$ cat src/alu_pkg.sv
// alu_pkg
// shared widths, queue and credit depths, opcode encoding and vector types
// for the pipelined 8-bit ALU

package alu_pkg;

    ////////////////////////////////////////
    // widths
    ////////////////////////////////////////

    // operand and result width
    localparam int unsigned DATA_W = 8;
    // multiplier operand width, also the number of multiplier layers
    localparam int unsigned MUL_W = 4;
    // shift and rotate amount taken from b
    localparam int unsigned SHAMT_W = 3;

    ////////////////////////////////////////
    // flow control
    ////////////////////////////////////////

    // input queue depth, equal to the input credits held by the source
    localparam int unsigned IN_DEPTH = 4;
    // output credits held by the issue stage after reset
    localparam int unsigned OUT_CREDITS = 4;

    // queue pointer, queue occupancy and credit counter widths
    localparam int unsigned QPTR_W = $clog2(IN_DEPTH);
    localparam int unsigned QCNT_W = $clog2(IN_DEPTH + 1);
    localparam int unsigned CRED_W = $clog2(OUT_CREDITS + 1);

    ////////////////////////////////////////
    // types
    ////////////////////////////////////////

    // operands and results
    typedef logic [DATA_W-1:0] data_t;
    // multiplier nibbles and partial sums
    typedef logic [MUL_W-1:0] nib_t;

    // opcode, encoded from 0 upward in this order
    typedef enum logic [3:0] {
        op_add,
        op_sub,
        op_rsb,
        op_mul,
        op_nor,
        op_not,
        op_nand,
        op_xnor,
        op_srl,
        op_sll,
        op_ror,
        op_rol,
        op_nop0,
        op_nop1,
        op_nop2,
        op_nop3
    } alu_op_t;

endpackage

$ cat src/alu_issue.sv
// alu_issue
// input queue of pending operations with input-credit return, and the
// output credit counter that decides when the head may launch.
// one operation launches per cycle onto the stage-0 pipeline signals

`timescale 1ns/10ps

module alu_issue
    import alu_pkg::*;
(
    input  logic    clk,
    input  logic    arst_n,
    input  logic    in_valid,
    input  alu_op_t in_op,
    input  data_t   in_a,
    input  data_t   in_b,
    input  logic    out_credit,
    output logic    in_credit,
    output logic    s_valid,
    output alu_op_t s_op,
    output data_t   s_a,
    output data_t   s_b,
    output nib_t    s_pp,
    output nib_t    s_prod
);

    // queue storage
    alu_op_t q_op [IN_DEPTH];
    data_t   q_a  [IN_DEPTH];
    data_t   q_b  [IN_DEPTH];

    logic [QPTR_W-1:0] wr_ptr;
    logic [QPTR_W-1:0] rd_ptr;
    logic [QCNT_W-1:0] q_cnt;
    logic [CRED_W-1:0] out_cnt;

    logic q_empty;
    logic push;
    logic pop;

    ////////////////////////////////////////
    // issue decision
    ////////////////////////////////////////

    assign q_empty = (q_cnt == '0);

    // the source only sends while it holds a credit
    assign push = in_valid;
    // head launches once there is room downstream
    assign pop  = !q_empty && (out_cnt != '0);

    ////////////////////////////////////////
    // queue
    ////////////////////////////////////////

    always_ff @(posedge clk) begin
        if (push) begin
            q_op[wr_ptr] <= in_op;
            q_a[wr_ptr]  <= in_a;
            q_b[wr_ptr]  <= in_b;
        end
    end

    // pointers wrap explicitly so any depth works
    always_ff @(posedge clk or negedge arst_n) begin
        if (!arst_n) begin
            wr_ptr <= '0;
            rd_ptr <= '0;
        end else begin
            if (push) begin
                wr_ptr <= (wr_ptr == QPTR_W'(IN_DEPTH - 1)) ? '0 : wr_ptr + 1'b1;
            end
            if (pop) begin
                rd_ptr <= (rd_ptr == QPTR_W'(IN_DEPTH - 1)) ? '0 : rd_ptr + 1'b1;
            end
        end
    end

    // occupancy, push and pop in one cycle cancel
    always_ff @(posedge clk or negedge arst_n) begin
        if (!arst_n) begin
            q_cnt <= '0;
        end else if (push && !pop) begin
            q_cnt <= q_cnt + 1'b1;
        end else if (pop && !push) begin
            q_cnt <= q_cnt - 1'b1;
        end
    end

    ////////////////////////////////////////
    // credits
    ////////////////////////////////////////

    // output credits, a pop spends one and a sink pulse returns one
    always_ff @(posedge clk or negedge arst_n) begin
        if (!arst_n) begin
            out_cnt <= CRED_W'(OUT_CREDITS);
        end else if (out_credit && !pop) begin
            out_cnt <= out_cnt + 1'b1;
        end else if (pop && !out_credit) begin
            out_cnt <= out_cnt - 1'b1;
        end
    end

    // each freed queue slot goes back to the source one cycle later
    always_ff @(posedge clk or negedge arst_n) begin
        if (!arst_n) begin
            in_credit <= 1'b0;
        end else begin
            in_credit <= pop;
        end
    end

    ////////////////////////////////////////
    // stage 0
    ////////////////////////////////////////

    always_ff @(posedge clk or negedge arst_n) begin
        if (!arst_n) begin
            s_valid <= 1'b0;
        end else begin
            s_valid <= pop;
        end
    end

    // multiplier starts from an empty partial sum
    always_ff @(posedge clk) begin
        if (pop) begin
            s_op   <= q_op[rd_ptr];
            s_a    <= q_a[rd_ptr];
            s_b    <= q_b[rd_ptr];
            s_pp   <= '0;
            s_prod <= '0;
        end
    end

endmodule

$ cat src/mult_layer.sv
// mult_layer
// one registered row of the array multiplier; adds a times b[LAYER] to the
// running partial sum, retires one product bit and carries the operation on

`timescale 1ns/10ps

module mult_layer
    import alu_pkg::*;
#(
    parameter int unsigned LAYER = 0
) (
    input  logic    clk,
    input  logic    arst_n,
    input  logic    i_valid,
    input  alu_op_t i_op,
    input  data_t   i_a,
    input  data_t   i_b,
    input  nib_t    i_pp,
    input  nib_t    i_prod,
    output logic    o_valid,
    output alu_op_t o_op,
    output data_t   o_a,
    output data_t   o_b,
    output nib_t    o_pp,
    output nib_t    o_prod
);

    // scalar product of the low nibble of a with one bit of b
    nib_t           tt;
    // one carry bit above the nibble
    logic [MUL_W:0] sum;
    nib_t           prod_nxt;

    always_comb begin
        tt  = i_a[MUL_W-1:0] & {MUL_W{i_b[LAYER]}};
        sum = {1'b0, tt} + {1'b0, i_pp};
        // lsb of the sum is final, it lands at weight LAYER
        prod_nxt        = i_prod;
        prod_nxt[LAYER] = sum[0];
    end

    always_ff @(posedge clk or negedge arst_n) begin
        if (!arst_n) begin
            o_valid <= 1'b0;
        end else begin
            o_valid <= i_valid;
        end
    end

    // upper bits of the sum move down one weight for the next row
    always_ff @(posedge clk) begin
        if (i_valid) begin
            o_op   <= i_op;
            o_a    <= i_a;
            o_b    <= i_b;
            o_pp   <= sum[MUL_W:1];
            o_prod <= prod_nxt;
        end
    end

endmodule

$ cat src/alu_result.sv
// alu_result
// final stage: evaluates the opcode on the carried operands, picks up the
// finished product from the last multiplier layer and registers the result
// with its signed overflow flag

`timescale 1ns/10ps

module alu_result
    import alu_pkg::*;
(
    input  logic    clk,
    input  logic    arst_n,
    input  logic    i_valid,
    input  alu_op_t i_op,
    input  data_t   i_a,
    input  data_t   i_b,
    input  nib_t    i_pp,
    input  nib_t    i_prod,
    output logic    res_valid,
    output data_t   res_data,
    output logic    res_ovf
);

    data_t prod;
    data_t sum_ab;
    data_t dif_ab;
    data_t dif_ba;

    logic [SHAMT_W-1:0]  shamt;
    // a concatenated with itself, so rotates become plain shifts
    logic [2*DATA_W-1:0] dbl_r;
    logic [2*DATA_W-1:0] dbl_l;

    data_t res_nxt;
    logic  ovf_nxt;

    // sign bits
    logic sa;
    logic sb;

    ////////////////////////////////////////
    // datapath
    ////////////////////////////////////////

    // high nibble is the last partial sum, low nibble the retired bits
    assign prod = {i_pp, i_prod};

    assign sum_ab = i_a + i_b;
    assign dif_ab = i_a - i_b;
    assign dif_ba = i_b - i_a;

    assign sa = i_a[DATA_W-1];
    assign sb = i_b[DATA_W-1];

    assign shamt = i_b[SHAMT_W-1:0];
    assign dbl_r = {i_a, i_a} >> shamt;
    assign dbl_l = {i_a, i_a} << shamt;

    ////////////////////////////////////////
    // opcode select
    ////////////////////////////////////////

    always_comb begin
        res_nxt = '0;
        ovf_nxt = 1'b0;
        case (i_op)
            op_add: begin
                res_nxt = sum_ab;
                // same signs in, other sign out
                ovf_nxt = (sa == sb) && (sum_ab[DATA_W-1] != sa);
            end
            op_sub: begin
                res_nxt = dif_ab;
                ovf_nxt = (sa != sb) && (dif_ab[DATA_W-1] != sa);
            end
            op_rsb: begin
                res_nxt = dif_ba;
                // minuend is b here
                ovf_nxt = (sa != sb) && (dif_ba[DATA_W-1] != sb);
            end
            op_mul: begin
                res_nxt = prod;
            end
            op_nor: begin
                res_nxt = ~(i_a | i_b);
            end
            op_not: begin
                res_nxt = ~i_a;
            end
            op_nand: begin
                res_nxt = ~(i_a & i_b);
            end
            op_xnor: begin
                res_nxt = ~(i_a ^ i_b);
            end
            op_srl: begin
                res_nxt = i_a >> shamt;
            end
            op_sll: begin
                res_nxt = i_a << shamt;
            end
            // low half of the doubled word after a right shift
            op_ror: begin
                res_nxt = dbl_r[DATA_W-1:0];
            end
            // high half after a left shift
            op_rol: begin
                res_nxt = dbl_l[2*DATA_W-1:DATA_W];
            end
            // the four nop codes give zero
            default: begin
                res_nxt = '0;
            end
        endcase
    end

    ////////////////////////////////////////
    // output register
    ////////////////////////////////////////

    always_ff @(posedge clk or negedge arst_n) begin
        if (!arst_n) begin
            res_valid <= 1'b0;
        end else begin
            res_valid <= i_valid;
        end
    end

    always_ff @(posedge clk) begin
        if (i_valid) begin
            res_data <= res_nxt;
            res_ovf  <= ovf_nxt;
        end
    end

endmodule

$ cat src/alu_top.sv
// alu_top
// pipelined 8-bit ALU: issue queue with credit flow control on both sides,
// a chain of registered multiplier layers, and the result stage

`timescale 1ns/10ps

module alu_top
    import alu_pkg::*;
(
    input  logic    clk,
    input  logic    arst_n,
    input  logic    in_valid,
    input  alu_op_t in_op,
    input  data_t   in_a,
    input  data_t   in_b,
    output logic    in_credit,
    output logic    res_valid,
    output data_t   res_data,
    output logic    res_ovf,
    input  logic    out_credit
);

    // stage k feeds layer k, stage MUL_W feeds the result stage
    logic    st_valid [MUL_W+1];
    alu_op_t st_op    [MUL_W+1];
    data_t   st_a     [MUL_W+1];
    data_t   st_b     [MUL_W+1];
    nib_t    st_pp    [MUL_W+1];
    nib_t    st_prod  [MUL_W+1];

    alu_issue u_issue (
        .clk        (clk),
        .arst_n     (arst_n),
        .in_valid   (in_valid),
        .in_op      (in_op),
        .in_a       (in_a),
        .in_b       (in_b),
        .out_credit (out_credit),
        .in_credit  (in_credit),
        .s_valid    (st_valid[0]),
        .s_op       (st_op[0]),
        .s_a        (st_a[0]),
        .s_b        (st_b[0]),
        .s_pp       (st_pp[0]),
        .s_prod     (st_prod[0])
    );

    // one layer per bit of the b nibble
    for (genvar i = 0; i < MUL_W; i++) begin : g_layer
        mult_layer #(
            .LAYER (i)
        ) u_layer (
            .clk     (clk),
            .arst_n  (arst_n),
            .i_valid (st_valid[i]),
            .i_op    (st_op[i]),
            .i_a     (st_a[i]),
            .i_b     (st_b[i]),
            .i_pp    (st_pp[i]),
            .i_prod  (st_prod[i]),
            .o_valid (st_valid[i+1]),
            .o_op    (st_op[i+1]),
            .o_a     (st_a[i+1]),
            .o_b     (st_b[i+1]),
            .o_pp    (st_pp[i+1]),
            .o_prod  (st_prod[i+1])
        );
    end

    alu_result u_result (
        .clk       (clk),
        .arst_n    (arst_n),
        .i_valid   (st_valid[MUL_W]),
        .i_op      (st_op[MUL_W]),
        .i_a       (st_a[MUL_W]),
        .i_b       (st_b[MUL_W]),
        .i_pp      (st_pp[MUL_W]),
        .i_prod    (st_prod[MUL_W]),
        .res_valid (res_valid),
        .res_data  (res_data),
        .res_ovf   (res_ovf)
    );

endmodule

$ cat config.mk
export PLATFORM = sky130hd
export DESIGN_NAME = alu_top
export DESIGN_NICKNAME = d
export VERILOG_FILES = /design/src/alu_pkg.sv /design/src/alu_issue.sv /design/src/mult_layer.sv /design/src/alu_result.sv /design/src/alu_top.sv
export SDC_FILE = /design/constraint.sdc
export NUM_CORES = 1
export LEC_CHECK = 0
export BUFFER_PORTS_ARGS = -buffer_cell sky130_fd_sc_hd__buf_2
export CAP_MARGIN = 20
export CORE_ASPECT_RATIO = 0.6
export CORE_MARGIN = 3
export CORE_UTILIZATION = 50
export DETAILED_ROUTE_END_ITERATION = 12
export PLACE_DENSITY_LB_ADDON = 0.15
export SYNTH_ARGS = -nofsm -noshare
export SYNTH_HDL_FRONTEND = slang
export SYNTH_SLANG_ARGS = --single-unit
$ cat constraint.sdc
create_clock -name clk -period 8.6 [get_ports clk]
set_clock_uncertainty 0.05 [all_clocks]
set_input_delay 0.43 -clock clk [delete_from_list [all_inputs] [get_ports clk]]
set_output_delay 0.43 -clock clk [all_outputs]
set_load 0.005 [all_outputs]
==> metrics.txt, run 1 <==
status=completed; Worst-path clk slew=roughly 60 ps; grt peak-use layer=met1; area of the mapped netlist=around 11,000 sq um; drt wl/cell=roughly 22 um; Worst-Margin Slew=~1100 ps; Hold Path Depth=1; Data required, critical path=between 8000 and 9000 ps; largest net degree at the start of global routing=38; cell taking the most area after synthesis=edfxtp_1; global routing usage on met2=0.278; FMAX=just under 300 MHz; cts hold-fix bufs=1; CP Launch Type=flip-flop; dpl ws=between 5000 and 6000 ps; sequential share of power=0.419; 1st-iter DRT viols=622; Logic pwr share=0.398; WL final=approximately 22,000 um; Syn Inst Count=just under 700; DP HPWL=roughly 15,000 um; Sink Count=between 200 and 250; highest-count cells in the layout ignoring fill and taps=214 x edfxtp_1, 50 x ha_1, 46 x inv_1; CP top delay family=compound AO/OA/AOI/OAI gates; Initial Utilization=0.519; synth unique cells=68; Top FF cell, synth=edfxtp_1; initial antenna violation count=1; EDFF count, synth=214; R2R setup slack=around 5200 ps; Cell Rows=40; Crit Reg-Reg Endpoint=u_result.res_ovf; clock latency on the worst-skew pair=~520 ps; Worst R2R Path Depth=8; Leakage=approximately 4.5 nW; Clock Tree Root=clkbuf_16; share of cells above drive strength 1=0.172; total number of vias=slightly below 6,000; Placeable Area=20,400 sq um; critical path type=flip-flop to flip-flop; Psw=~0.002 W; ant diodes=0; DIE AREA=23,000 sq um; Post-Syn Area per Cell=15.4 sq um; Yosys warning count=0; setup tns final=0 ps; first-pass GRT wire length=34,900 um; Slowest-stage cell, CP=edfxtp_1; Critical Path, Cell by Cell=inv_1 > ha_1 > o21bai_1 > a21oi_4 > inv_1 > a221oi_2 > xnor2_1 > a221o_1; RSZ-0062 raised after global routing=no; critical path arrival=~3600 ps; CTS resizes=0; First-pass DRT Iterations=6; worst reg2reg path startpoint=g_layer[3].u_layer.o_b[1]; Filler Cells Inserted=around 1,600; period utilisation layout=0.393; slowest stage delay, CP=940 ps; register bit total from synthesis=230; Layout Area Growth over Synthesis=11.9%; crit path buf inv count=2; Synth area leaders=edfxtp_1 61%, ha_1 5.9%, mux4_2 4.9%; Syn Nets=slightly below 800; max-cap violation count=0; Final setup viols=0; crit path max fanout=23; grt ovf=0; antenna viol nets, final=0; input/output buffers=34; Post-CTS Repair Setup Buffers=0; Final nets=812; part of the power in the clock network=0.183; CP Capture Type=flip-flop; die width=~190 um; CTS Buf Count=22; sw frac=0.375; Total GRT Usage=0.196; sequential area share after synthesis=0.645; Slew HR=0.297; number of global-route vias before repair=approximately 5,900; Max VDD drop=about 0.00019 V; hold slack=a little under 80 ps; commonest non-fill, non-tap cell in the layout=edfxtp_1; grt met3 use=0.0507; Ports=35; DRC violations left=0; Fin. Hold Viols=0; Final Critical Period=3380 ps; M1 GR Usage=0.305; fin. max-slew vios=0; # H-tree levels=1; gpl congestion=around 1; ys async rst share=0.0696; Worst Hold End=u_issue.q_b[3][7]; Vias/cell=5.79; Max Root-Sink Buffers=3; final setup margin=between 5000 and 6000 ps; fin util=0.581; CP most frequent cell=inv_1; hold crit path type=input pin to flip-flop; TritonCTS clock tree=built; die height=around 120 um; post-synth top area share=0.607; Worst Min Path Start=in_b[7]; internal power=about 0.0033 W; pwr dens=roughly 450 nW/um^2
cell usage after synthesis, types with 4 or more instances:
cell	n
nand3_1	9
edfxtp_1	214
nor3_1	10
fa_1	8
buf_2	14
o21bai_1	4
xnor2_1	18
a21o_1	8
a221o_1	4
nor2_1	26
nor2b_1	8
inv_1	46
xor2_1	6
a21oi_1	21
o21ai_0	19
nand2_1	30
o31ai_1	4
o211ai_1	8
clkbuf_1	7
dfrtp_1	15
mux2i_1	15
buf_6	4
ha_1	50
mux4_2	23
mux2_2	10
nand2b_1	12
and2_1	19
o22ai_1	9
through the flow:
| step | cell area [sq um] | instances | power, W |
|---|---|---|---|
| floorplan | 10600 | 687 | 0.00363 |
| global placement | 11000 | 974 | 0.00427 |
| detailed placement | 11000 | 974 | 0.00427 |
| CTS | 11800 | 1015 | 0.00527 |
| global route | 11900 | 1019 | 0.00562 |
| finish | 11900 | 1019 | 0.00530 |
worst max-delay path by stage:
stage / slack, ps / depth (start not counted) / from / endpoint
final: 5220 / 8 / g_layer[3].u_layer.o_b[1] / u_result.res_ovf
after global routing: 5000 / 8 / g_layer[3].u_layer.o_b[1] / u_result.res_data[5]
after global placement: 5310 / 8 / g_layer[3].u_layer.o_b[1] / u_result.res_data[5]
after floorplan: 5720 / 7 / u_issue.out_cnt[2] / u_issue.out_cnt[1]
after CTS: 5270 / 8 / g_layer[3].u_layer.o_b[1] / u_result.res_ovf
after detailed placement: 5290 / 8 / g_layer[3].u_layer.o_b[1] / u_result.res_ovf
sequential cells by signal, indices dropped and copies added, names as in the netlist, 2 cells and up:
name / count
u_issue.q_op: 16
g_layer.u_layer.o_pp: 15
u_issue.s_b: 8
u_issue.q_cnt: 3
u_issue.q_a: 32
u_issue.wr_ptr: 2
u_issue.rd_ptr: 2
u_issue.s_a: 8
g_layer.u_layer.o_prod: 10
g_layer.u_layer.o_op: 16
g_layer.u_layer.o_b: 32
u_result.res_data: 8
g_layer.u_layer.o_valid: 4
u_issue.s_op: 4
u_issue.out_cnt: 3
g_layer.u_layer.o_a: 32
u_issue.q_b: 32
power groups by stage:
stage,Sequential (W),Clock (W),Combinational [W]
6_report,0.00222,0.000970,0.00211
5_1_grt,0.00228,0.00105,0.00229
4_1_cts,0.00224,0.000996,0.00203
3_5_place_dp,0.00225,0,0.00202
3_3_place_gp,0.00223,0,0.00203
2_1_floorplan,0.00208,0,0.00155
cells by family after synthesis:
logic type	count (synthesis)	synth area share
compound gates	119	0.0834
xor+xnor	24	0.0198
mux	53	0.0833
simple gates	128	0.0631
fa+ha+maj	58	0.0742
buf+inv	75	0.0318
flops	230	0.645
per-layer routing:
metal	vias up	wire length (um)
li1	2698	-
met1	2927	10800
met2	238	9320
met3	40	1750
met4	0	482
met5	-	0
worst register-to-register path: stages (launching register included):
cell and delay [ps]:
edfxtp_1 940, inv_1 450, ha_1 470, o21bai_1 120
a21oi_4 200, inv_1 70, a221oi_2 350, xnor2_1 110
a221o_1 360
area by class of cell:
cell class              count  area, sq um  share of cell area
flip-flops and latches    230         6830               0.576
multi-input cells         382         3430               0.289
clock buffers              31          614              0.0518
well taps                 273          342              0.0288
repair buffers             47          338              0.0285
inverters                  47          176              0.0149
clock inverters             9          128              0.0108
Note: power is estimated with default switching activity, not from simulation.
==> run 2, diff against run 1 <==
ABC_AREA = 1   (was not set)
clock period = 3 ns   (was 8.6 ns; I/O delays follow)
==> metrics.txt, run 2 <==
status=completed; synth cell count leaders=214 x edfxtp_1, 167 x nand2_1, 92 x inv_1, 79 x nor2_1, 71 x o21ai_0; # H-tree levels=1; Post-Syn Area per Cell=11.6 sq um; Final setup viols=0; share of cells above drive strength 1=0.112; period utilisation layout=0.878; commonest non-fill, non-tap cell in the layout=edfxtp_1; critical path type=flip-flop to flip-flop; Synth Area in Simple Gates=0.128; gpl congestion=between 0.9 and 1; fin. max-slew vios=0; register bit total from synthesis=between 200 and 250; TritonCTS clock tree=built; max-cap violation count=0; FMAX=380 MHz; Data required, critical path=3200 ps; area of the mapped netlist=between 10,000 and 15,000 sq um; antenna viol nets, final=0; Syn Nets=slightly below 1,000; number of global-route vias before repair=roughly 6,400; synth unique cells=between 40 and 50; flip-flop and latch area=about 6800 sq um; Final Critical Period=2630 ps; Max VDD drop=0.000630 V; post-synth top area share=0.613; CP Launch Type=flip-flop; Worst-Margin Slew=671 ps; cell taking the most area after synthesis=edfxtp_1; Placeable Area=slightly above 20,000 sq um; First-pass DRT Iterations=5; area taken by multi-input logic gates=3160 sq um; ant diodes=0; grt ovf=0; total number of vias=6,685; first-pass GRT wire length=36,000 um; Cell Rows=40; WL final=~22,000 um; Clock Tree Root=clkbuf_16; Placed Area=around 11,000 sq um; Initial Utilization=0.517; Leakage=~4.9 nW; sequential area share after synthesis=0.651; input/output buffers=34; hold crit path type=input pin to asynchronous set/reset pin; DIE AREA=about 23,000 sq um; Final nets=around 1,100; die width=a little under 200 um; Synth area leaders=edfxtp_1 61%, nand2_1 6.0%, ha_1 6.0%; Yosys warning count=0; CTS resizes=0; setup tns final=0 ps; crit path from=g_layer[3].u_layer.o_b[0]; Filler Cells Inserted=1,677; Total GRT Usage=0.202; RSZ-0062 raised after global routing=no; Ports=35; crit path max fanout=15; Layout Area Growth over Synthesis=13.8%; initial antenna violation count=0; Post-CTS Repair Setup Buffers=0; largest net degree at the start of global routing=43; clock latency on the worst-skew pair=around 520 ps; cts hold-fix bufs=23; Sink Count=between 200 and 250; largest family of logic cells by synthesized area=simple AND/OR/NAND/NOR gates; DRC violations left=0; Fin. Hold Viols=0; drt wl/cell=between 15 and 20 um; critical path arrival=between 2000 and 3000 ps; ys async rst share=0.0696; highest-count cells in the layout ignoring fill and taps=214 x edfxtp_1, 167 x nand2_1, 92 x inv_1; worst reg2reg path startpoint=g_layer[3].u_layer.o_b[0]; fin util=0.589; Slew HR=0.548; XOR/XNOR Fraction of Synth Area=0.00836; EDFF count, synth=about 210; Max Root-Sink Buffers=3; Synth Area in Compound Gates=0.0863; CP Capture Type=flip-flop; CTS Buf Count=22; Vias/cell=5.29; Syn Inst Count=902; final instance area=about 12,000 sq um; die height=around 120 um; multiplexer share of the synthesized area=0.00406; Top FF cell, synth=edfxtp_1; Worst-path clk slew=~70 ps; 1st-iter DRT viols=about 600; pwr dens=approximately 1200 nW/um^2; DP HPWL=15,800 um; most common cell in the synthesized netlist=edfxtp_1; Synth Area in Adders=0.0750
-- run 2: changes by cell type after synthesis, moves of 18 or more --
cell	previous run	this run
and2_1	19	1
inv_1	46	92
mux4_2	23	0
nand2_1	30	167
nand3_1	9	43
nor2_1	26	79
o21ai_0	19	71
o22ai_1	9	28
-- run 2: cells by family after synthesis --
family | Yosys count
and+or+nand+nor | 320
DFF | 230
AOI/OAI and AO/OA | 159
buffers and inverters | 121
adders and majority gates | 58
xor gates and xnor gates | 10
muxes | 4
-- run 2: cell type report --
| type | instances | area share |
|---|---|---|
| Clock buffer | 25 | 0.0479 |
| Clock inverter | 15 | 0.0121 |
| Inverter | 97 | 0.0305 |
| Multi-Input combinational cell | 551 | 0.265 |
| Sequential cell | 230 | 0.572 |
| Tap cell | 273 | 0.0286 |
| Timing Repair Buffer | 73 | 0.0436 |
-- run 2: final timing paths --
path | slack, ps | end | depth (start not counted)
max in group asynchronous | 2480 | u_issue.out_cnt[2] | 2
min reg2reg | 350 | g_layer[2].u_layer.o_a[4] | 0
max reg2reg | 370 | u_result.res_data[2] | 9
max | 370 | u_result.res_data[2] | 9
min | 60 | u_issue.rd_ptr[1] | 2
min in group clk | 320 | u_issue.q_b[0][5] | 2
-- run 2: stage by stage --
step	total power [W]	setup slack [ps]	hold slack [ps]	instances
floorplan	0.00979	651	-196	902
global placement	0.0115	504	75.9	1201
detailed placement	0.0115	478	83.1	1201
CTS	0.0143	430	56.6	1264
global route	0.0154	225	82.2	1264
finish	0.0143	367	58.9	1264
-- run 2: power breakdown --
| part | switching [W] | internal [W] | total, W |
|---|---|---|---|
| logic | 0.00380 | 0.00181 | 0.00561 |
| registers | 0.000649 | 0.00534 | 0.00598 |
| clock network | 0.00121 | 0.00149 | 0.00270 |
| total | 0.00566 | 0.00864 | 0.0143 |
-- run 2: critical path, stage by stage (launching register included) --
cell,delay (ps)
edfxtp_1,500
buf_4,270
ha_1,180
inv_1,70
fa_1,410
or2_2,310
nand3_1,80
nand2_1,50
nor3_1,340
nand3_1,110
-- run 2: metal layers --
metal,global-route usage,wire length [um],vias up
met2,0.277,8960,234
met5,0,0,-
li1,-,-,3282
met3,0.0510,2000,28
met1,0.326,10800,3141
met4,0.0411,393,0
==> run 3, diff against run 2 <==
PLACE_DENSITY = 0.69   (was not set)
PLACE_DENSITY_LB_ADDON = not set   (was 0.15)
==> metrics.txt, run 3 (synthesis gave the netlist of run 2 again) <==
gpl congestion=1.00; Total GRT Usage=0.198; First-pass DRT Iterations=5; WL final=roughly 22,000 um; Clock Tree Root=clkbuf_16; Ports=35; Worst-path clk slew=60 ps; Data required, critical path=between 3000 and 4000 ps; Layout Area Growth over Synthesis=13.3%; Max VDD drop=about 0.00053 V; Fin. Hold Viols=0; commonest non-fill, non-tap cell in the layout=edfxtp_1; CP Capture Type=flip-flop; Critical Path, Cell by Cell=buf_4 > ha_1 > fa_1 > or2_2 > nand3_1 > o2111ai_1 > nor3_1 > nand3_1; 1st-iter DRT viols=about 620; input/output buffers=34; Cell Rows=40; RSZ-0062 raised after global routing=no; number of global-route vias before repair=approximately 6,300; Final nets=1,054; Sink Count=230; Worst-Margin Slew=around 900 ps; cts hold-fix bufs=23; die width=about 190 um; TritonCTS clock tree=built; CP Launch Type=flip-flop; share of cells above drive strength 1=0.101; slowest stage delay, CP=roughly 420 ps; Slew HR=0.394; highest-count cells in the layout ignoring fill and taps=214 x edfxtp_1, 167 x nand2_1, 92 x inv_1; Final Critical Period=2490 ps; drt wl/cell=approximately 17 um; Total Power=between 0.01 and 0.015 W; total number of vias=about 6,700; # H-tree levels=1; hold crit path type=input pin to asynchronous set/reset pin; fin. max-slew vios=0; Max Root-Sink Buffers=3; CTS resizes=0; DRC violations left=0; setup tns final=0 ps; Slowest-stage cell, CP=fa_1; period utilisation layout=0.830; Vias/cell=5.33; DP HPWL=15,200 um; Leakage=approximately 4.8 nW; Post-CTS Repair Setup Buffers=0; CP most frequent cell=nand3_1; status=completed; clock latency on the worst-skew pair=510 ps; FMAX=402 MHz; critical path type=flip-flop to flip-flop; Final setup viols=0; critical path arrival=2680 ps; ant diodes=0; grt ovf=0; die height=118 um; DIE AREA=about 23,000 sq um; final cell count without fillers=between 1,000 and 1,500; largest net degree at the start of global routing=43; max-cap violation count=0; Initial Utilization=0.517; crit path max fanout=20; Placeable Area=20,300 sq um; first-pass GRT wire length=35,200 um; CTS Buf Count=22; antenna viol nets, final=0; initial antenna violation count=0; pwr dens=approximately 1200 nW/um^2; placed cells=1,198
==> run 3: changes by cell type in the layout (fill, tap and decap cells not counted), sizes merged <==
cell      change
clkinv        -6
bufinv        -1
clkinvlp      -1
inv           -3
buf           -3
clkbuf       +11
==> run 3: where the power goes <==
group | internal, W | switching [W]
clock | 0.00146 | 0.00113
combinational | 0.00179 | 0.00366
sequential | 0.00534 | 0.000716
total | 0.00860 | 0.00551
==> run 3: final cells by class <==
class                   count  area, sq um
multi-input cells         551         3160
clock buffers              36          634
well taps                 273          342
repair buffers             70          498
inverters                  97          364
fillers                  1650         8390
clock inverters             4         51.3
flip-flops and latches    230         6830
==> run 3: path summary, 6_finish.rpt <==
path | from | to | slack [ps] | cells after the start
hold / removal | arst_n | u_issue.wr_ptr[1] | 50 | 2
max in group asynchronous | arst_n | u_issue.out_cnt[2] | 2510 | 2
hold reg to reg | g_layer[2].u_layer.o_b[4] | g_layer[3].u_layer.o_b[4] | 360 | 0
min in group clk | in_a[6] | u_issue.q_a[0][6] | 330 | 2
setup / recovery | g_layer[3].u_layer.o_b[0] | u_result.res_data[2] | 510 | 8
setup reg to reg | g_layer[3].u_layer.o_b[0] | u_result.res_data[2] | 510 | 8
==> run 3: routing by layer <==
layer  track usage  share of wire  routed length, um
met1         0.309           0.47              10400
met2         0.282           0.42               9160
met5             0              0                  0
met3        0.0596           0.10               2220
met4        0.0307          0.012                260
==> run 3: worst max-delay path, delay by kind of cell, from the launching register on <==
family	cells	cell delay, ps
AND/OR/NAND/NOR	4	760
flip-flops	1	410
adder cells (fa/ha/maj)	2	690
buffers and inverters	1	230
AO/OA/AOI/OAI	1	90
==> run 3: metrics by stage <==
step	area (sq um)	util	setup WS (ps)	hold slack, ps
2_1_floorplan	10500	-	651	-196
3_3_place_gp	11000	0.541	501	68.7
3_5_place_dp	11000	0.541	521	65.1
4_1_cts	11900	0.586	516	45.7
5_1_grt	11900	0.586	343	77.4
6_report	11900	0.586	510	48.4
